<file path="config.mk">
export PLATFORM = sky130hd
export DESIGN_NAME = state_table
export DESIGN_NICKNAME = d
export VERILOG_FILES = /design/src/design/ctrl_pkg.sv /design/src/design/state_table.sv
export SDC_FILE = /design/constraint.sdc
export NUM_CORES = 1
export LEC_CHECK = 0
export CAP_MARGIN = 10
export CORE_ASPECT_RATIO = 0.6
export CORE_UTILIZATION = 47
export DETAILED_ROUTE_END_ITERATION = 10
export DONT_BUFFER_PORTS = 1
export PLACE_DENSITY_LB_ADDON = 0.2
export SLEW_MARGIN = 20
export SYNTH_ARGS = -nofsm -noshare
export SYNTH_HDL_FRONTEND = slang
export SYNTH_SLANG_ARGS = --single-unit
</file>
<file path="constraint.sdc">
create_clock -name clk -period 3.1 [get_ports clk]
set_input_delay 0.775 -clock clk [delete_from_list [all_inputs] [get_ports clk]]
set_output_delay 0.775 -clock clk [all_outputs]
set_load 0.1 [all_outputs]
</file>
<file path="src/design/ctrl_pkg.sv">
package ctrl_pkg;

    // host side widths
    localparam int phit_size    = 32;
    localparam int num_col      = 5;   // en 0 state table, 1..4 config tables
    localparam int num_cfg      = 4;
    localparam int dwidth_rfadd = 5;   // 32 entries per table
    localparam int dwidth_wadd  = 6;   // msb picks ctrl or imm half

    // column and loop widths
    localparam int ctrl_width    = 21;
    localparam int dwidth_int    = 32;
    localparam int dwidth_double = 64;

    typedef logic [dwidth_rfadd-1:0]  rf_addr_t;
    typedef logic [dwidth_wadd-1:0]   wr_addr_t;
    typedef logic [phit_size-1:0]     phit_t;
    typedef logic [ctrl_width-1:0]    ctrl_word_t;
    typedef logic [dwidth_int-1:0]    loop_cnt_t;
    typedef logic [dwidth_double-1:0] itr_t;

    // one loop program entry, msb first
    typedef struct packed {
        logic [7:0]              lim_i;     // outer trip count, 0 means 1
        logic [7:0]              lim_j;
        logic [7:0]              lim_k;     // inner trip count
        logic [dwidth_rfadd-1:0] next_ptr;
        logic                    last;
        logic [1:0]              spare;
    } state_entry_t;

    typedef enum logic [2:0] {
        IDLE,
        FETCH,
        WAIT_STREAM,
        RUN,
        FINISH
    } seq_state_t;

endpackage

</file>
<file path="src/design/state_table.sv">
`timescale 1ns/10ps

module state_table (
    input  logic                    clk,
    input  ctrl_pkg::wr_addr_t      wr_add,
    input  logic                    wr_en,
    input  ctrl_pkg::phit_t         wr_data,
    input  ctrl_pkg::rf_addr_t      rd_add,
    output ctrl_pkg::state_entry_t  rd_data
);

    localparam int depth = 2 ** ctrl_pkg::dwidth_rfadd;

    ctrl_pkg::state_entry_t mem [0:depth-1];

    // host write, bit 5 of the address is don't care here
    always_ff @(posedge clk) begin
        if (wr_en) begin
            mem[wr_add[ctrl_pkg::dwidth_rfadd-1:0]] <= ctrl_pkg::state_entry_t'(wr_data);
        end
    end

    always_ff @(posedge clk) begin
        rd_data <= mem[rd_add];  // one cycle read latency
    end

endmodule

</file>
==> metrics.cfg <==
[clock_tree]
path_clk_slew_ns = 0.07
post_cts_buffers = 0
cts.htree.levels = 3
clock_tree.root_cell = clkbuf_16
cts_tree = done
clock_path_buffers = 3
cts_sinks = 1056
insertion_delay_ns = 0.68
cts_hold_buf = 0
cts_buffers = 91
cts.repair.resized = 0

[detailed_routing]
ant_nets = 0
routedWlPerCell_um = 27.7
first_pass_iters = 7
drtIter0Drc = 2265
drc = 0
wirelength_um = 97700
viasPerCell = 5.82
vias = 20600

[setup_path]
startpoint_type = primary input
worst-setup-path-type = primary input to flip-flop
worstRegToRegCells = 5
crit_path_max_fanout = 512
cp-endpoint = rd_data[17]$_DFF_P_
r2r_end = rd_data[30]$_DFF_P_
end_kind = flip-flop
ff2ff_setup_slack_ns = 1.51
rr_startpoint = mem[5][30]$_DFFE_PP_
arrival_ns = 4.16
required_ns = 3.63
cp-startpoint = rd_add[0]

[timing]
finalSetupViolCount = 17
rsz0062_at_grt = false
fin_worst_skew_ns = 0.0223
slew_headroom = -1.52
timing.final.ws_setup_ns = -0.529
whs_ns = 0.195
drv_slew = 397
worst_pin_slew_ns = 3.79
hold_viol = 0
period_share = 1.17
fin_tns_setup_ns = -5.52
max_freq_mhz = 276
finalCriticalPeriod_ns = 3.63

[layout]
fin_area_um2 = 45400
nFillCells = 6609
n_antenna_cell = 0
multiInputGateArea_um2 = 8610
seq_area_um2 = 31400
nNetsFinal = 2367
layout-drive-gt1-share = 0.112
area_growth_pct = 12.1

[yosys]
synth_seq_cells = 1056
syn_nets = 2305
synthDistinctLibCells = 25
synth_warnings = 0
syn_avg_cell_area_um2 = 17.9
synthesis.instances = 2260
ys_seq_area_frac = 0.775
netlist_area_um2 = 40500

[global_routing]
grt_pass1_wl_um = 141000
antenna_found_initial = 0
grt_start_max_net_pins = 513
grt_usage = 0.224
grt_overflow = 0
grt_pass1_vias = 20400

[min_path]
min-delay-start = wr_data[16]
worstHoldPathType = primary input to flip-flop

[floorplan]
rows = 82
core_area_um2 = 84300
die_y_um = 229
chipWidth_um = 381
pin_count = 77
dieArea_um2 = 87400
initial_core_util = 0.480

[outcome]
status = complete, but fails checks
violations = slew limit, setup timing

[power_and_ir_drop]
ir_worst_vdd_mv = 0.582
leakagePower_nw = 15.6
power_density_nw_per_um2 = 633
p_total_mw = 28.7

[job]
maxCapViolCount = 0

[place]
gp_congestion = 0.756
dpl_cell_area_um2 = 42500
hpwl_um = 51500
numPortBuffers = 0

critical path, stage by stage:
cell and delay (ns):
mux2i_1 0.94, a22oi_1 0.18, a31oi_1 0.34, nand3_1 0.14
layer usage:
| metal | wire [µm] | GRT usage | vias to the layer above |
|---|---|---|---|
| li1 | - | - | 9107 |
| met1 | 45300 | 0.338 | 10700 |
| met2 | 43200 | 0.331 | 684 |
| met3 | 7630 | 0.0542 | 110 |
| met4 | 1610 | 0.0466 | 0 |
| met5 | 0 | 0 | - |
synthesized netlist by cell type (all sizes together):
| cell | instances | share of area |
|---|---|---|
| a21oi | 96 | 0.012 |
| a22o | 64 | 0.014 |
| a22oi | 96 | 0.018 |
| a31oi | 32 | 0.0049 |
| and2 | 1 | 0.00015 |
| and2b | 1 | 0.00019 |
| buf | 79 | 0.014 |
| clkbuf | 48 | 0.0046 |
| dfxtp | 32 | 0.016 |
| edfxtp | 1024 | 0.76 |
| mux2i | 512 | 0.13 |
| nand2 | 98 | 0.0091 |
| nand2b | 2 | 0.00031 |
| nand3 | 98 | 0.012 |
| nand3b | 5 | 0.00093 |
| nor2 | 34 | 0.0032 |
| nor2b | 1 | 0.00015 |
| nor3 | 32 | 0.0040 |
| or2 | 1 | 0.00015 |
| or3 | 1 | 0.00015 |
| or3b | 3 | 0.00065 |
placed cells by master, fill, tap and decap left out, drive strengths merged:
cell and instances:
edfxtp 1024, clkinvlp 4, nand2 98, clkbuf 130, buf 96, a21oi 96, nand3b 5, a31oi 32
bufinv 5, inv 4, a22oi 96, mux2i 512, clkinv 27, nor3 32, nand2b 2, nand3 98
dfxtp 32, or2 1, nor2b 1, or3 1, or3b 3, a22o 64, and2b 1, nor2 34
and2 1
final cells by class:
type                       count  area share
clock buffer                 130      0.0568
clock inverter                40     0.00780
multi-input combinational   1077       0.190
sequential                  1056       0.691
tap                         1134      0.0313
timing repair buffer          96      0.0230
stage by stage:
step,worst slack (ns),std cells,util
floorplan,-0.109,2260,-
global placement,0.605,3363,0.504
detailed placement,0.581,3363,0.504
CTS,0.595,3533,0.538
global route,0.601,3533,0.538
finish,-0.529,3533,0.538
cells by family (layout without fill, tap and decap cells):
family | count (synthesis) | count (layout) | share of synthesized area
flops | 1056 | 1056 | 0.775
compound gates | 288 | 288 | 0.0485
mux | 512 | 512 | 0.127
simple gates | 277 | 277 | 0.0310
buf+inv | 127 | 266 | 0.0186
power by group:
| part | total (mW) | switching [mW] | internal [mW] |
|---|---|---|---|
| Clock | 11.3 | 5.04 | 6.22 |
| Sequential | 16.2 | 0.344 | 15.9 |
| Combinational | 1.27 | 0.730 | 0.537 |
how the worst min path moves through the flow:
stage	end	slack (ns)	depth (start not counted)
after floorplan	rd_data[10]$_DFF_P_	0.55	4
after global placement	rd_data[22]$_DFF_P_	0.59	4
after detailed placement	rd_data[14]$_DFF_P_	0.59	4
after CTS	mem[2][12]$_DFFE_PP_	0.15	0
after global routing	mem[20][18]$_DFFE_PP_	0.15	0
final	mem[20][16]$_DFFE_PP_	0.19	0
registers in the layout, summed over array words and instances (netlist names):
signal	count
rd_data	32
mem	1024
Note: power is estimated with default switching activity, not from simulation.
