`src/design/ctrl_pkg.sv`:
```
package ctrl_pkg;

    // host side widths
    localparam int phit_size    = 32;
    localparam int num_col      = 5;   // en 0 state table, 1..4 config tables
    localparam int num_cfg      = 4;
    localparam int dwidth_rfadd = 5;   // 32 entries per table
    localparam int dwidth_wadd  = 6;   // msb picks ctrl or imm half

    // column and loop widths
    localparam int ctrl_width    = 21;
    localparam int dwidth_int    = 32;
    localparam int dwidth_double = 64;

    typedef logic [dwidth_rfadd-1:0]  rf_addr_t;
    typedef logic [dwidth_wadd-1:0]   wr_addr_t;
    typedef logic [phit_size-1:0]     phit_t;
    typedef logic [ctrl_width-1:0]    ctrl_word_t;
    typedef logic [dwidth_int-1:0]    loop_cnt_t;
    typedef logic [dwidth_double-1:0] itr_t;

    // one loop program entry, msb first
    typedef struct packed {
        logic [7:0]              lim_i;     // outer trip count, 0 means 1
        logic [7:0]              lim_j;
        logic [7:0]              lim_k;     // inner trip count
        logic [dwidth_rfadd-1:0] next_ptr;
        logic                    last;
        logic [1:0]              spare;
    } state_entry_t;

    typedef enum logic [2:0] {
        IDLE,
        FETCH,
        WAIT_STREAM,
        RUN,
        FINISH
    } seq_state_t;

endpackage

```
`src/design/config_table.sv`:
```
`timescale 1ns/10ps

module config_table (
    input  logic                  clk,
    input  ctrl_pkg::wr_addr_t    wr_add,
    input  logic                  wr_en,
    input  ctrl_pkg::phit_t       wr_data,
    input  ctrl_pkg::rf_addr_t    rd_add,
    output ctrl_pkg::ctrl_word_t  rd_data_ctrl,
    output ctrl_pkg::phit_t       rd_data_imm
);

    localparam int depth = 2 ** ctrl_pkg::dwidth_rfadd;

    ctrl_pkg::ctrl_word_t mem_ctrl [0:depth-1];
    ctrl_pkg::phit_t      mem_imm  [0:depth-1];

    ctrl_pkg::rf_addr_t wr_entry;
    logic               wr_imm_half;

    assign wr_entry    = wr_add[ctrl_pkg::dwidth_rfadd-1:0];
    assign wr_imm_half = wr_add[ctrl_pkg::dwidth_wadd-1];

    always_ff @(posedge clk) begin
        if (wr_en) begin
            if (wr_imm_half) begin
                mem_imm[wr_entry] <= wr_data;
            end else begin
                mem_ctrl[wr_entry] <= wr_data[ctrl_pkg::ctrl_width-1:0];  // low bits only
            end
        end
    end

    // both halves read together at the entry pointer
    always_ff @(posedge clk) begin
        rd_data_ctrl <= mem_ctrl[rd_add];
        rd_data_imm  <= mem_imm[rd_add];
    end

endmodule

```
`config.mk`:
```
export PLATFORM = sky130hd
export DESIGN_NAME = config_table
export DESIGN_NICKNAME = d
export VERILOG_FILES = /design/src/design/ctrl_pkg.sv /design/src/design/config_table.sv
export SDC_FILE = /design/constraint.sdc
export NUM_CORES = 1
export LEC_CHECK = 0
export ABC_CLOCK_PERIOD_IN_PS = 8400
export BUFFER_PORTS_ARGS = -buffer_cell sky130_fd_sc_hd__buf_4
export CORE_MARGIN = 2
export CORE_UTILIZATION = 51
export CTS_CLUSTER_DIAMETER = 120
export CTS_CLUSTER_SIZE = 12
export DETAILED_ROUTE_END_ITERATION = 7
export GPL_TIMING_DRIVEN = 0
export PLACE_DENSITY = 0.67
export SYNTH_ARGS = -nofsm -noshare
export SYNTH_HDL_FRONTEND = slang
export SYNTH_SLANG_ARGS = --single-unit
export TNS_END_PERCENT = 50
```
`constraint.sdc`:
```
create_clock -name clk -period 8.4 [get_ports clk]
set_clock_uncertainty 0.15 [all_clocks]
set_input_delay 1.68 -clock clk [delete_from_list [all_inputs] [get_ports clk]]
set_output_delay 1.68 -clock clk [all_outputs]
set_load 0.01 [all_outputs]
```
==> flow_summary_export.csv <==
group,metric,value,unit
setup_path,worst-endpoint-arrival,4.60,ns
placement,detailed_place_hpwl,106,mm
cts,worstSkewPairLatency,0.79,ns
final_layout,drive_above_1_share,12.7,%
run_status,status,"completed",
final_layout,final_instance_area,75900,sq um
synthesis,synth_compound_gate_area_share,4.86,%
synthesis,async_reset_ff_share,0,%
global_route,vias_in_the_first_global_route,34200,
die,design.portCount,98,
synthesis,synth_simple_gate_area_share,3.08,%
timing,timing.final.crit_period,4.16,ns
setup_path,critical_path.max_fanout,10,
synthesis,synth_top_area_share,76.1,%
power,net_sw_power,3.67,mW
timing,achievable-frequency,240,MHz
die,floorplan.die.height,366,microns
drt,detail_route.vias_per_cell,5.92,
synthesis,syn-instance-count,3756,
drt,drt_drc_violations_left,0,
cts,cts_hold_repair.buffers,0,
final_layout,final_layout_net_count,4123,
timing,timing.final.setup_violations,0,
synthesis,mean_cell_area_of_the_mapped_netlist,17.8,sq um
drt,wl_per_cell,27.4,microns
final_layout,commonest_non_fill_non_tap_cells_in_the_layout,"sky130_fd_sc_hd__edfxtp_1, sky130_fd_sc_hd__mux2i_1, sky130_fd_sc_hd__clkbuf_16",
setup_path,crit_buf_inv,4,
cts,clk_root_buffer_cell,"sky130_fd_sc_hd__clkbuf_16",
setup_path,kind_of_start_point_of_the_critical_path,"primary input",
global_route,grt_usage,23.9,%
synthesis,synth_largest_area_cell,"sky130_fd_sc_hd__edfxtp_1",
global_route,grt.overflow.total,0,
power,internal_power,13.6,mW
synthesis,synth-adder-area-share,0,%
cts,cts-root-to-sink-buffers,3,
cts,cts_made_buffers,163,
synthesis,synth_flop_cell,"sky130_fd_sc_hd__edfxtp_1",
final_layout,n_fill_cell,9562,
setup_path,worstPathCellList,"buf_4, nor2_1, buf_4, buf_2, clkbuf_1, nand2_1, a31oi_1, nand3_1",
drt,routed-via-count,34900,
synthesis,ys.warnings.count,0,
synthesis,xor_and_xnor_area_share_after_synthesis,0,%
power,sequentialPowerShare,56.1,%
synthesis,largest_family_of_logic_cells_by_synthesized_area,"multiplexers",
placement,io_buffers,93,
drt,ant_nets,0,
cts,cts.reportedPaths.clkPinSlew,0.06,ns
setup_path,crit_slowest_cell,"sky130_fd_sc_hd__a31oi_1",
cts,clkSinkCount,1749,
cts,postCtsResizedCells,0,
power,powerDensity,227,nW/um^2
final_layout,regArea,52000,sq um
synthesis,synth_fp_nets,3801,
final_layout,layout_commonest_cell,"sky130_fd_sc_hd__edfxtp_1",
cts,tritoncts,"built",
setup_path,cp-end-kind,"flop",
timing,final.setup.tns,0,ns
die,chipWidth,366,microns
placement,gp_weighted_congestion,0.821,
power,p_leak,26.3,nW
run,maxCapViolations,0,
placement,dpl-instance-area,71400,sq um
timing,timing.slew.headroom,24.6,%
setup_path,cp_top_family,"buffers and inverters",
global_route,grt_pass1_wl,232,mm
cts,cts.htree.levels,4,
timing,final-max-slew-violation-count,0,
drt,routed_wl,162,mm
timing,post-route-period-util,49.6,%
synthesis,post_synth_main_area_contributors,"sky130_fd_sc_hd__edfxtp_1, sky130_fd_sc_hd__mux2i_1, sky130_fd_sc_hd__a22oi_1",
power,share_comb_of_total_power,5.7,%
hold_path,worstHoldPathType,"flop to flop",
die,fp.dieArea,134000,sq um
global_route,grt_max_degree,65,
synthesis,synth_seq_area_share,77.7,%
final_layout,multiInputGateArea,14100,sq um
timing,worst_slew_pin_slew,1.13,ns
power,ir_worst_vdd,0.000203,V
synthesis,muxShareOfSynthArea,12.7,%
final_layout,syn_to_final_growth,13.4,%
setup_path,worstPathRequired,8.83,ns
setup_path,worst_path_largest_cell_delay,0.61,ns
timing,hold_viol_final,0,
power,clock_power_share,38.2,%
synthesis,yosys_register_bits,1749,
cts,post-cts-setup-buffers,0,
die,core,130000,sq um
power,p_sw_share,21.2,%
synthesis,synth-edff-count,1696,
timing,setup_repair_after_global_routing_missed_its_margin,"no",
global_route,grt_antenna_before_repair,6,
synthesis,synth.lib_cells_used.distinct,25,
die,initial_core_util,51.5,%
synthesis,post_synthesis_cell_area,66900,sq um
drt,drtPass1Iterations,6,
setup_path,timing.setup.critical_path_class,"primary input to flop",
die,core.rowCount,132,
setup_path,critical_path.most_common_cell,"sky130_fd_sc_hd__buf_4",
drt,drt-initial-drc-count,4005,
per-stage QoR:
| step | total power [mW] | utilization [%] | setup WS [ns] | instances | hold WS (ns) |
|---|---|---|---|---|---|
| after CTS | 17.3 | 58.5 | 4.41 | 5888 | 0.481 |
| final | 17.3 | 58.5 | 4.24 | 5890 | 0.477 |
| after global placement | 10.8 | 53.8 | 2.28 | 5591 | 0.451 |
| after global routing | 17.7 | 58.5 | 4.21 | 5889 | 0.505 |
| after floorplan | 10.4 | - | 3.95 | 3756 | 0.403 |
| after detailed placement | 10.8 | 55.0 | 3.60 | 5655 | 0.459 |
cells by family after synthesis:
group,Yosys count
multiplexers,848
buffers and inverters,218
AO/OA/AOI/OAI,477
flip-flops,1749
AND/OR/NAND/NOR,464
path summary, 6_finish.rpt:
path / startpoint / end / slack, ns / cells past startpoint
worst min register to register: mem_imm[26][20] / rd_data_imm[20] / 0.48 / 4
worst min-delay path: mem_imm[26][20] / rd_data_imm[20] / 0.48 / 4
worst max-delay path: rd_add[1] / rd_data_ctrl[18] / 4.24 / 8
worst max register to register: mem_imm[7][3] / rd_data_imm[3] / 6.27 / 5
layer usage:
layer / part of all wire [%] / vias up / GRT usage, % / wire (microns)
li1: - / 15500 / - / -
met1: 42 / 17700 / 33.9 / 67400
met5: 0.0080 / - / 0 / 13
met3: 8.3 / 240 / 3.83 / 13400
met4: 2.7 / 2 / 7.53 / 4380
met2: 47 / 1431 / 38.0 / 76400
final cells by class:
class                      instances  area share [%]
buffer                           218            1.48
tap                             1742            2.87
multi-input combinational       1789            18.6
antenna                            2         0.00659
sequential                      1749            68.5
clock buffer                     228            5.86
timing repair buffer             157            2.61
clock inverter                     5          0.0528
flip-flops by register name (all words and copies together) (netlist names):
name	cells
mem_imm	1024
mem_ctrl	672
rd_data_imm	32
rd_data_ctrl	21
power groups by stage:
| stage | clock [mW] | combinational (mW) | sequential, mW |
|---|---|---|---|
| after floorplan | 0 | 0.471 | 9.88 |
| after global placement | 0 | 0.946 | 9.86 |
| after detailed placement | 0 | 0.980 | 9.86 |
| after CTS | 6.66 | 0.982 | 9.68 |
| after global routing | 7.00 | 1.04 | 9.68 |
| final | 6.60 | 0.986 | 9.68 |
worst min-delay path, delay by kind of cell, from the launching register on:
kind,cells,cell delay (ns)
DFF,1,0.32
and+or+nand+nor,3,0.21
muxes,1,0.06
synth_stat cells, drive strengths merged (2+ instances only):
library cell     n
nand3          164
clkbuf          91
nand2          164
or3b             2
nor2b            5
a22oi          159
nand2b           2
a22o           106
a21oi          159
mux2i          848
nand3b           3
nor2            67
edfxtp        1696
nor3            53
buf            127
dfxtp           53
a31oi           53
No activity file was read; power rests on OpenSTA's default activity.
