## config.mk

```make
export PLATFORM = sky130hd
export DESIGN_NAME = loop_sequencer
export DESIGN_NICKNAME = d
export VERILOG_FILES = /design/src/design/ctrl_pkg.sv /design/src/design/loop_sequencer.sv
export SDC_FILE = /design/constraint.sdc
export NUM_CORES = 1
export LEC_CHECK = 0
export ABC_CLOCK_PERIOD_IN_PS = 4200
export BUFFER_PORTS_ARGS = -buffer_cell sky130_fd_sc_hd__buf_2
export CAP_MARGIN = 20
export CORE_ASPECT_RATIO = 1.5
export CORE_MARGIN = 2
export CORE_UTILIZATION = 54
export DETAILED_ROUTE_END_ITERATION = 8
export PLACE_DENSITY = 0.83
export SYNTH_ARGS = -nofsm -noshare
export SYNTH_HDL_FRONTEND = slang
export SYNTH_SLANG_ARGS = --single-unit
```

## constraint.sdc

```tcl
create_clock -name clk -period 4.2 [get_ports clk]
set_input_delay 0.84 -clock clk [delete_from_list [all_inputs] [get_ports clk]]
set_output_delay 0.84 -clock clk [all_outputs]
set_load 0.01 [all_outputs]
```

## src/design/ctrl_pkg.sv

```systemverilog
package ctrl_pkg;

    // host side widths
    localparam int phit_size    = 32;
    localparam int num_col      = 5;   // en 0 state table, 1..4 config tables
    localparam int num_cfg      = 4;
    localparam int dwidth_rfadd = 5;   // 32 entries per table
    localparam int dwidth_wadd  = 6;   // msb picks ctrl or imm half

    // column and loop widths
    localparam int ctrl_width    = 21;
    localparam int dwidth_int    = 32;
    localparam int dwidth_double = 64;

    typedef logic [dwidth_rfadd-1:0]  rf_addr_t;
    typedef logic [dwidth_wadd-1:0]   wr_addr_t;
    typedef logic [phit_size-1:0]     phit_t;
    typedef logic [ctrl_width-1:0]    ctrl_word_t;
    typedef logic [dwidth_int-1:0]    loop_cnt_t;
    typedef logic [dwidth_double-1:0] itr_t;

    // one loop program entry, msb first
    typedef struct packed {
        logic [7:0]              lim_i;     // outer trip count, 0 means 1
        logic [7:0]              lim_j;
        logic [7:0]              lim_k;     // inner trip count
        logic [dwidth_rfadd-1:0] next_ptr;
        logic                    last;
        logic [1:0]              spare;
    } state_entry_t;

    typedef enum logic [2:0] {
        IDLE,
        FETCH,
        WAIT_STREAM,
        RUN,
        FINISH
    } seq_state_t;

endpackage

```

## src/design/loop_sequencer.sv

```systemverilog
`timescale 1ns/10ps

module loop_sequencer (
    input  logic                    clk,
    input  logic                    rst,
    input  ctrl_pkg::state_entry_t  entry_table,
    input  logic                    start_inbound,
    input  logic                    start_stream_in,
    output ctrl_pkg::rf_addr_t      smart_ptr,
    output ctrl_pkg::loop_cnt_t     itr_k,
    output logic                    fire,
    output logic                    ready,
    output logic                    done
);

    ctrl_pkg::seq_state_t state;

    ctrl_pkg::loop_cnt_t cnt_i;  // outer
    ctrl_pkg::loop_cnt_t cnt_j;
    ctrl_pkg::loop_cnt_t cnt_k;  // inner

    ctrl_pkg::loop_cnt_t lim_i_eff;
    ctrl_pkg::loop_cnt_t lim_j_eff;
    ctrl_pkg::loop_cnt_t lim_k_eff;

    logic go_taken;  // stream go already seen for this program
    logic k_wrap;
    logic j_wrap;
    logic i_wrap;

    // a trip count of zero still runs once
    function automatic ctrl_pkg::loop_cnt_t eff_lim(input logic [7:0] lim);
        ctrl_pkg::loop_cnt_t res;
        res = ctrl_pkg::loop_cnt_t'(lim);
        if (lim == 8'd0) begin
            res = ctrl_pkg::loop_cnt_t'(1);
        end
        return res;
    endfunction

    assign lim_i_eff = eff_lim(entry_table.lim_i);
    assign lim_j_eff = eff_lim(entry_table.lim_j);
    assign lim_k_eff = eff_lim(entry_table.lim_k);

    assign k_wrap = (cnt_k == lim_k_eff - 1'b1);
    assign j_wrap = (cnt_j == lim_j_eff - 1'b1);
    assign i_wrap = (cnt_i == lim_i_eff - 1'b1);

    always_ff @(posedge clk) begin
        if (rst) begin
            state     <= ctrl_pkg::IDLE;
            smart_ptr <= '0;
            cnt_i     <= '0;
            cnt_j     <= '0;
            cnt_k     <= '0;
            go_taken  <= 1'b0;
        end else begin
            case (state)
                ctrl_pkg::IDLE: begin
                    if (start_inbound) begin
                        smart_ptr <= '0;       // program always begins at entry 0
                        go_taken  <= 1'b0;
                        state     <= ctrl_pkg::FETCH;
                    end
                end
                ctrl_pkg::FETCH: begin
                    cnt_i <= '0;
                    cnt_j <= '0;
                    cnt_k <= '0;
                    state <= go_taken ? ctrl_pkg::RUN : ctrl_pkg::WAIT_STREAM;
                end
                ctrl_pkg::WAIT_STREAM: begin
                    if (start_stream_in) begin
                        go_taken <= 1'b1;
                        state    <= ctrl_pkg::RUN;
                    end
                end
                ctrl_pkg::RUN: begin
                    if (!k_wrap) begin
                        cnt_k <= cnt_k + 1'b1;
                    end else begin
                        cnt_k <= '0;
                        if (!j_wrap) begin
                            cnt_j <= cnt_j + 1'b1;
                        end else begin
                            cnt_j <= '0;
                            if (!i_wrap) begin
                                cnt_i <= cnt_i + 1'b1;
                            end else begin
                                // entry complete
                                cnt_i <= '0;
                                if (entry_table.last) begin
                                    state <= ctrl_pkg::FINISH;
                                end else begin
                                    smart_ptr <= entry_table.next_ptr;
                                    state     <= ctrl_pkg::FETCH;
                                end
                            end
                        end
                    end
                end
                ctrl_pkg::FINISH: state <= ctrl_pkg::IDLE;
                default:          state <= ctrl_pkg::IDLE;
            endcase
        end
    end

    assign itr_k = cnt_k;
    assign fire  = (state == ctrl_pkg::RUN);
    assign ready = (state == ctrl_pkg::WAIT_STREAM);
    assign done  = (state == ctrl_pkg::FINISH);

    // stream go and iteration strobe are mutually exclusive
    a_ready_fire: assert property (@(posedge clk) disable iff (rst)
        !(ready && fire));

    a_done_pulse: assert property (@(posedge clk) disable iff (rst)
        done |=> !done);

    // table outputs must not move under a running entry
    a_ptr_stable: assert property (@(posedge clk) disable iff (rst)
        fire |=> (!fire || $stable(smart_ptr)));

endmodule

```

==> reports/results.tsv, run 1 <==
stage	metric	value	unit
status	status	finished clean	
cts	clk buf depth	2	
floorplan	Starting Density	0.5505	
cts	TritonCTS Sinks	105	
timing	RSZ-0062 raised after global routing	true	
cells_and_area	fin area	7655	sq um
worst_setup_path	WP data required	4450	ps
floorplan	full die area	13040	sq um
grt	pin count of the biggest net entering global routing	51	
worst_setup_path	most used cell, CP	a2111oi_4	
cells_and_area	Area Growth Syn to Fin	16.91	%
timing	max frequency	245.1	MHz
worst_setup_path	Setup crit end kind	flip-flop	
cts	clk_lat worst skew	350	ps
worst_setup_path	critical path type	input port to flip-flop	
pwr	Sequential Power Share	0.462	
placement	Port Buffers	73	
cells_and_area	n_diodes	0	
cells_and_area	layout cell share with drive strength beyond 1	0.1747	
cts	TritonCTS clock tree	yes	
cells_and_area	Layout Nets	950	
logic_synthesis	Seq/Total Area, Yosys	0.3210	
logic_synthesis	Post-synth top flop	dfxtp_1	
placement	gp weighted congestion	0.8755	
logic_synthesis	Mapped Cells	828	
worst_setup_path	reg2reg setup slack	880	ps
cts	H-tree lvl count	3	
logic_synthesis	synthesis-stage register bit count	105	
routing	Final ANT Viol Nets	0	
pwr	Power Density	290.5	nW/um^2
worst_setup_path	crit-path max FO	7	
grt	gr usage total	0.2598	
cells_and_area	Finished Layout Cells	1063	
routing	Pre-antenna DRT Iters	8	
worst_setup_path	Worst setup SP type	input port	
routing	vias post-DR	6632	
grt	global-route wire length before repair	27.70	mm
logic_synthesis	synthesized area	6548	sq um
logic_synthesis	share of the synthesized area in the top cell type	0.3210	
grt	initial antenna violation count	0	
flow_run	MaxCap Viol Count	0	
floorplan	Core Area	11890	sq um
timing	Final setup violation count	0	
logic_synthesis	main combinational cell family by area after synthesis	simple AND/OR/NAND/NOR gates	
pwr	Gate power share	0.145	
cts	CTS clk-pin slew, worst paths	70	ps
timing	clk_skew	15.52	ps
routing	WL/cell	16.76	microns
logic_synthesis	Synthesis Warnings	0	
logic_synthesis	XOR/XNOR share of the synthesized area	0.1057	
placement	Post-DP HPWL	12.02	mm
logic_synthesis	multiplexer share of the synthesized area	0.004586	
timing	max_slew headroom	0.3246	
timing	Final Hold Viols	0	
worst_setup_path	Critical Path Max Stage Delay	440	ps
worst_setup_path	CP max-delay cell	or4_4	
floorplan	Die X	93.91	microns
cts	Root Driver	clkbuf_16	
timing	minimum clock period	4080	ps
routing	Post-route DRC	0	
logic_synthesis	top cells by area, synth	dfxtp_1 (32%), xnor2_1 (9.1%), nor2_1 (6.1%), a21oi_1 (3.7%), nand2_1 (3.5%)	
worst_setup_path	delay-heaviest family, CP	simple AND/OR/NAND/NOR gates	
pwr	Leakage	2.644	nW
timing	Slew Viols, Final	0	
logic_synthesis	cell with the most instances after synthesis	nor2_1	
cts	number of buffers created by CTS	9	
timing	worst-margin pin slew	1012	ps
routing	Routed WL	17.82	mm
logic_synthesis	cell taking the most area after synthesis	dfxtp_1	
logic_synthesis	Mean Syn Cell Area	7.908	sq um
logic_synthesis	Compound-Gate Fraction of Synth Area	0.1760	
routing	Initial DRC Count	414	
floorplan	Die Y	138.9	microns
pwr	Clock power frac	0.393	
pwr	P_sw	0.0006213	W
cts	hold buffer count at CTS	0	
timing	setup_tns	0	ps
timing	final worst-path cycle share	0.9715	
worst_setup_path	WP data arrival	4330	ps
hold_path	worst min path class	flip-flop to flip-flop	
worst_setup_path	Critical Path, Cell by Cell	buf_2, nor4_4, a21oi_1, and4b_1, ha_1, or4_4, a2111oi_4, nand3_2, a2111oi_4, buf_4, nand4_4, clkbuf_16, a2111oi_2, xnor2_1, nor2_1	
logic_synthesis	simple-gate share of the synthesized area	0.3289	
placement	cell count after placement	1042	
placement	dpl cell area	7192	sq um
pwr	sw frac	0.2794	
logic_synthesis	Post-synth top cells	nor2_1 (106), dfxtp_1 (105), xnor2_1 (68)	
logic_synthesis	asr flop ratio synth	0	
logic_synthesis	Synth Area in Adders	0.01720	
grt	vias in the first global route	5949	
pwr	Pint	0.001602	W
floorplan	row count	49	
logic_synthesis	Post-synth EDFFs	0	
floorplan	IO Pins	76	
grt	gr ovfl total	0	
routing	vias per std cell	6.239	
logic_synthesis	Synthesized Nets	873	
pwr	worst vdd ir	0.2321	mV
worst_setup_path	Bufs and invs on worst path	3	
cells_and_area	Fillers	1028	
logic_synthesis	synth unique cells	61	
cells by family after synthesis:
kind of cell,after synthesis
AO/OA/AOI/OAI,160
XOR/XNOR,79
adder cells (fa/ha/maj),9
buffers and inverters,71
flip-flops,105
multiplexers,3
AND/OR/NAND/NOR,401
state kept, by name (all words and copies together) (netlist names):
register / count
cnt_i: 32
state: 3
smart_ptr: 5
itr_k: 32
cnt_j: 32
go_taken: 1
worst reg2reg max path: stages (launching register included):
cell and delay, ps:
dfxtp_1 380, or4_1 560, nor3_1 230, o21ai_1 150
nor4_2 650, nand4_4 350, clkbuf_16 290, a2111oi_2 380
xnor2_1 170, nor2_1 50
final timing paths:
path	from	cells after the start	endpoint
worst min register to register	smart_ptr[3]	2	smart_ptr[3]
worst max-delay path	entry_table[20]	15	cnt_i[14]
worst min-delay path	smart_ptr[3]	2	smart_ptr[3]
worst max register to register	itr_k[9]	9	cnt_i[14]
stage by stage:
step | power, W | worst slack (ps) | util | hold WS (ps)
after CTS | 0.002205 | 50.90 | 0.6303 | 486.4
after detailed placement | 0.001347 | -317.3 | 0.6047 | 458.0
after global placement | 0.001341 | -218.7 | 0.6047 | 449.2
after global routing | 0.002297 | -54.04 | 0.6436 | 515.2
after floorplan | 0.001238 | 99.42 | - | 481.3
final | 0.002224 | 119.8 | 0.6436 | 488.8
cell type report:
cell class / instances / area [sq um] / area share
multi-input combinational: 653 / 4235 / 0.5533
inverter: 26 / 97.59 / 0.01275
clock inverter: 5 / 62.56 / 0.008173
clock buffer: 11 / 242.7 / 0.03171
tap: 153 / 191.4 / 0.02501
timing repair buffer: 110 / 723.2 / 0.09448
sequential: 105 / 2102 / 0.2746
power by group through the flow:
stage	registers [W]	clock network [W]	logic (W)
2_1_floorplan	0.00104	0	0.000202
3_3_place_gp	0.00105	0	0.000292
3_5_place_dp	0.00105	0	0.000297
4_1_cts	0.00103	0.000879	0.000300
5_1_grt	0.00103	0.000924	0.000344
6_report	0.00103	0.000875	0.000321
cell usage in the layout (no fill, tap or decap), types with 4 or more instances in the layout:
| cell type | n |
|---|---|
| a2111oi_0 | 4 |
| dfxtp_1 | 105 |
| a2111oi_4 | 6 |
| or3_1 | 16 |
| nor4b_1 | 6 |
| xnor2_1 | 68 |
| nor2b_1 | 10 |
| clkbuf_16 | 10 |
| o31ai_1 | 7 |
| nor3b_1 | 17 |
| or4_1 | 15 |
| o21ai_0 | 32 |
| a21oi_1 | 49 |
| nand4_1 | 23 |
| inv_1 | 25 |
| a21o_1 | 5 |
| and2_1 | 5 |
| xor2_1 | 11 |
| and3_1 | 15 |
| a311oi_1 | 5 |
| a2111oi_2 | 7 |
| nor3_1 | 33 |
| nand2_1 | 59 |
| nor4_1 | 27 |
| buf_2 | 73 |
| nand3_1 | 35 |
| a211oi_1 | 13 |
| nor2_1 | 106 |
| buf_12 | 5 |
| a22oi_1 | 5 |
| and4_1 | 10 |
| buf_4 | 31 |
| ha_1 | 9 |
metal layers:
layer | up-vias | GRT usage | part of all wire | routed length, microns
met3 | 51 | 0.03587 | 0.063 | 1124
met5 | - | 0 | 0 | 0
met2 | 264 | 0.4425 | 0.50 | 8937
met4 | 0 | 0.1312 | 0.035 | 623
met1 | 3133 | 0.3148 | 0.40 | 7131
li1 | 3184 | - | - | -
repair_timing:
item,CTS,global route
resized for setup,0,13
endpoints found under the hold margin,0,0
buffers inserted,0,2
endpoints found under the setup margin,0,27
(Power assumes the default switching activity.)
==> run 2, diff against run 1 <==
--- a/config.mk
+++ b/config.mk
@@ -13,6 +13,7 @@
 export CORE_UTILIZATION = 54
 export DETAILED_ROUTE_END_ITERATION = 8
 export PLACE_DENSITY = 0.83
+export SETUP_SLACK_MARGIN = 0.3
 export SYNTH_ARGS = -nofsm -noshare
 export SYNTH_HDL_FRONTEND = slang
 export SYNTH_SLANG_ARGS = --single-unit
==> reports/results.tsv, run 2 (synthesized netlist as in run 1, its figures left out) <==
stage	metric	value	unit
worst_setup_path	reg2reg setup slack	950	ps
floorplan	row count	49	
cts	CTS clk-pin slew, worst paths	70	ps
timing	clk_skew	8.485	ps
timing	max frequency	258.7	MHz
cells_and_area	Fillers	951	
grt	vias in the first global route	6329	
worst_setup_path	worst reg2reg endpoint	cnt_i[26]	
cells_and_area	Area Growth Syn to Fin	22.85	%
grt	pin count of the biggest net entering global routing	51	
pwr	Sequential Power Share	0.431	
pwr	Power Density	296.9	nW/um^2
cts	H-tree lvl count	3	
timing	minimum clock period	3866	ps
worst_setup_path	reg-to-reg critical path startpoint	itr_k[9]	
routing	Final ANT Viol Nets	0	
cts	Root Driver	clkbuf_16	
floorplan	Die X	93.91	microns
cells_and_area	most common cell after layout, fill and taps aside	nor2_1	
worst_setup_path	WP data required	4440	ps
worst_setup_path	Setup crit end kind	flip-flop	
floorplan	Core Area	11890	sq um
hold_path	worst min path class	flip-flop to flip-flop	
worst_setup_path	Critical Path Max Stage Delay	430	ps
cells_and_area	n_diodes	0	
grt	initial antenna violation count	0	
routing	Pre-antenna DRT Iters	4	
cts	TritonCTS Sinks	105	
routing	Post-route DRC	0	
grt	global-route wire length before repair	29.76	mm
worst_setup_path	critical path type	input port to flip-flop	
pwr	sw frac	0.2679	
cells_and_area	commonest non-fill, non-tap cells in the layout	nor2_1 (106), dfxtp_1 (104), buf_2 (71)	
cells_and_area	fin area	8044	sq um
worst_setup_path	WP data arrival	4110	ps
pwr	Gate power share	0.150	
cells_and_area	utilization after layout	0.6763	
cts	hold buffer count at CTS	0	
floorplan	full die area	13040	sq um
placement	gp weighted congestion	0.9028	
timing	Slew Viols, Final	0	
placement	Port Buffers	73	
hold_path	Hold Crit Start	smart_ptr[0]	
placement	DP Worst Slack	-142.2	ps
grt	gr ovfl total	0	
timing	Final Hold Viols	0	
pwr	P_sw	0.0006397	W
floorplan	Starting Density	0.5505	
timing	final setup margin	334.5	ps
timing	setup_tns	0	ps
cts	number of buffers created by CTS	9	
cts	clk_lat worst skew	350	ps
hold_path	cell depth of the worst min-delay path	2	
pwr	Pint	0.001748	W
routing	vias per std cell	6.408	
worst_setup_path	Worst Reg-to-Reg Cells	9	
status	status	finished clean	
floorplan	Die Y	138.9	microns
routing	WL/cell	17.50	microns
pwr	worst vdd ir	0.2172	mV
routing	vias post-DR	6825	
pwr	Leakage	2.711	nW
timing	RSZ-0062 raised after global routing	true	
worst_setup_path	most used cell, CP	a2111oi_4	
cts	clk buf depth	2	
worst_setup_path	CP max-delay cell	or4_4	
worst_setup_path	Worst setup SP type	input port	
grt	gr usage total	0.2760	
placement	dpl cell area	7273	sq um
timing	Final setup violation count	0	
routing	Routed WL	18.64	mm
placement	Post-DP HPWL	11.86	mm
flow_run	MaxCap Viol Count	0	
worst_setup_path	crit-path max FO	6	
hold_path	WHS Endpoint	smart_ptr[0]	
cells_and_area	Layout Nets	952	
timing	worst-margin pin slew	997.5	ps
timing	max_slew headroom	0.3350	
timing	final worst-path cycle share	0.9204	
cts	TritonCTS clock tree	yes	
cells_and_area	layout cell share with drive strength beyond 1	0.2061	
routing	Initial DRC Count	538	
floorplan	IO Pins	76	
pwr	Clock power frac	0.419	
worst_setup_path	Critical Path, Cell by Cell	buf_8, nor4_4, a21oi_2, and4b_1, ha_2, or4_4, a2111oi_4, nand3_2, a2111oi_4, buf_6, nand4_4, clkbuf_16, a2111oi_4, xnor2_1, nor2_1	
[run 2: repair_timing]
item / in CTS / in global routing
cloned: 2 / 1
buffers inserted: 2 / 2
resized for setup: 23 / 36
pin swaps: 23 / 14
setup endpoints to repair: 15 / 69
[run 2: final cells by class]
class / instances / area (sq um) / area share
tap: 153 / 191.4 / 0.02380
multi-input combinational: 653 / 4506 / 0.5601
clock inverter: 4 / 98.84 / 0.01229
timing repair buffer: 112 / 790.8 / 0.09830
inverter: 26 / 97.59 / 0.01213
clock buffer: 12 / 256.5 / 0.03189
sequential: 105 / 2103 / 0.2615
[run 2: power by group through the flow]
stage                     combinational, W  sequential [W]  clock [W]
after floorplan                   0.000211         0.00104          0
after global placement            0.000303         0.00105          0
after detailed placement          0.000308         0.00105          0
after CTS                         0.000321         0.00103    0.00101
after global routing              0.000384         0.00103    0.00105
final                             0.000358         0.00103    0.00100
[run 2: worst max-delay path by stage]
stage                         start        end  slack [ps]  depth (start not counted)
floorplan           entry_table[20]  cnt_i[15]         240                         13
global placement    entry_table[20]  cnt_i[17]        -120                         14
CTS                 entry_table[22]  cnt_i[17]         280                         15
global route        entry_table[20]   cnt_i[4]         200                         16
finish              entry_table[20]  cnt_i[26]         330                         15
detailed placement  entry_table[20]  cnt_i[17]        -140                         14
[run 2: critical path, delay by kind of cell]
| family | cells | cell delay (ps) |
|---|---|---|
| AO/OA/AOI/OAI | 4 | 1000 |
| buffers and inverters | 3 | 560 |
| XOR/XNOR | 1 | 150 |
| AND/OR/NAND/NOR | 6 | 1370 |
| adder cells (fa/ha/maj) | 1 | 170 |
[run 2: per-stage QoR]
stage	total power [W]	instances	hold slack [ps]
6_report	0.002388	1065	463.0
5_1_grt	0.002466	1065	490.8
4_1_cts	0.002354	1062	463.2
3_5_place_dp	0.001357	1042	453.9
3_3_place_gp	0.001352	1042	449.2
2_1_floorplan	0.001247	828	481.3
[run 2: layer usage]
metal | vias to the layer above | GRT usage | routed length [microns]
met1 | 3266 | 0.3287 | 7263
met2 | 302 | 0.4801 | 9544
met3 | 66 | 0.03261 | 1116
met5 | - | 0 | 0
li1 | 3191 | - | -
met4 | 0 | 0.1388 | 716
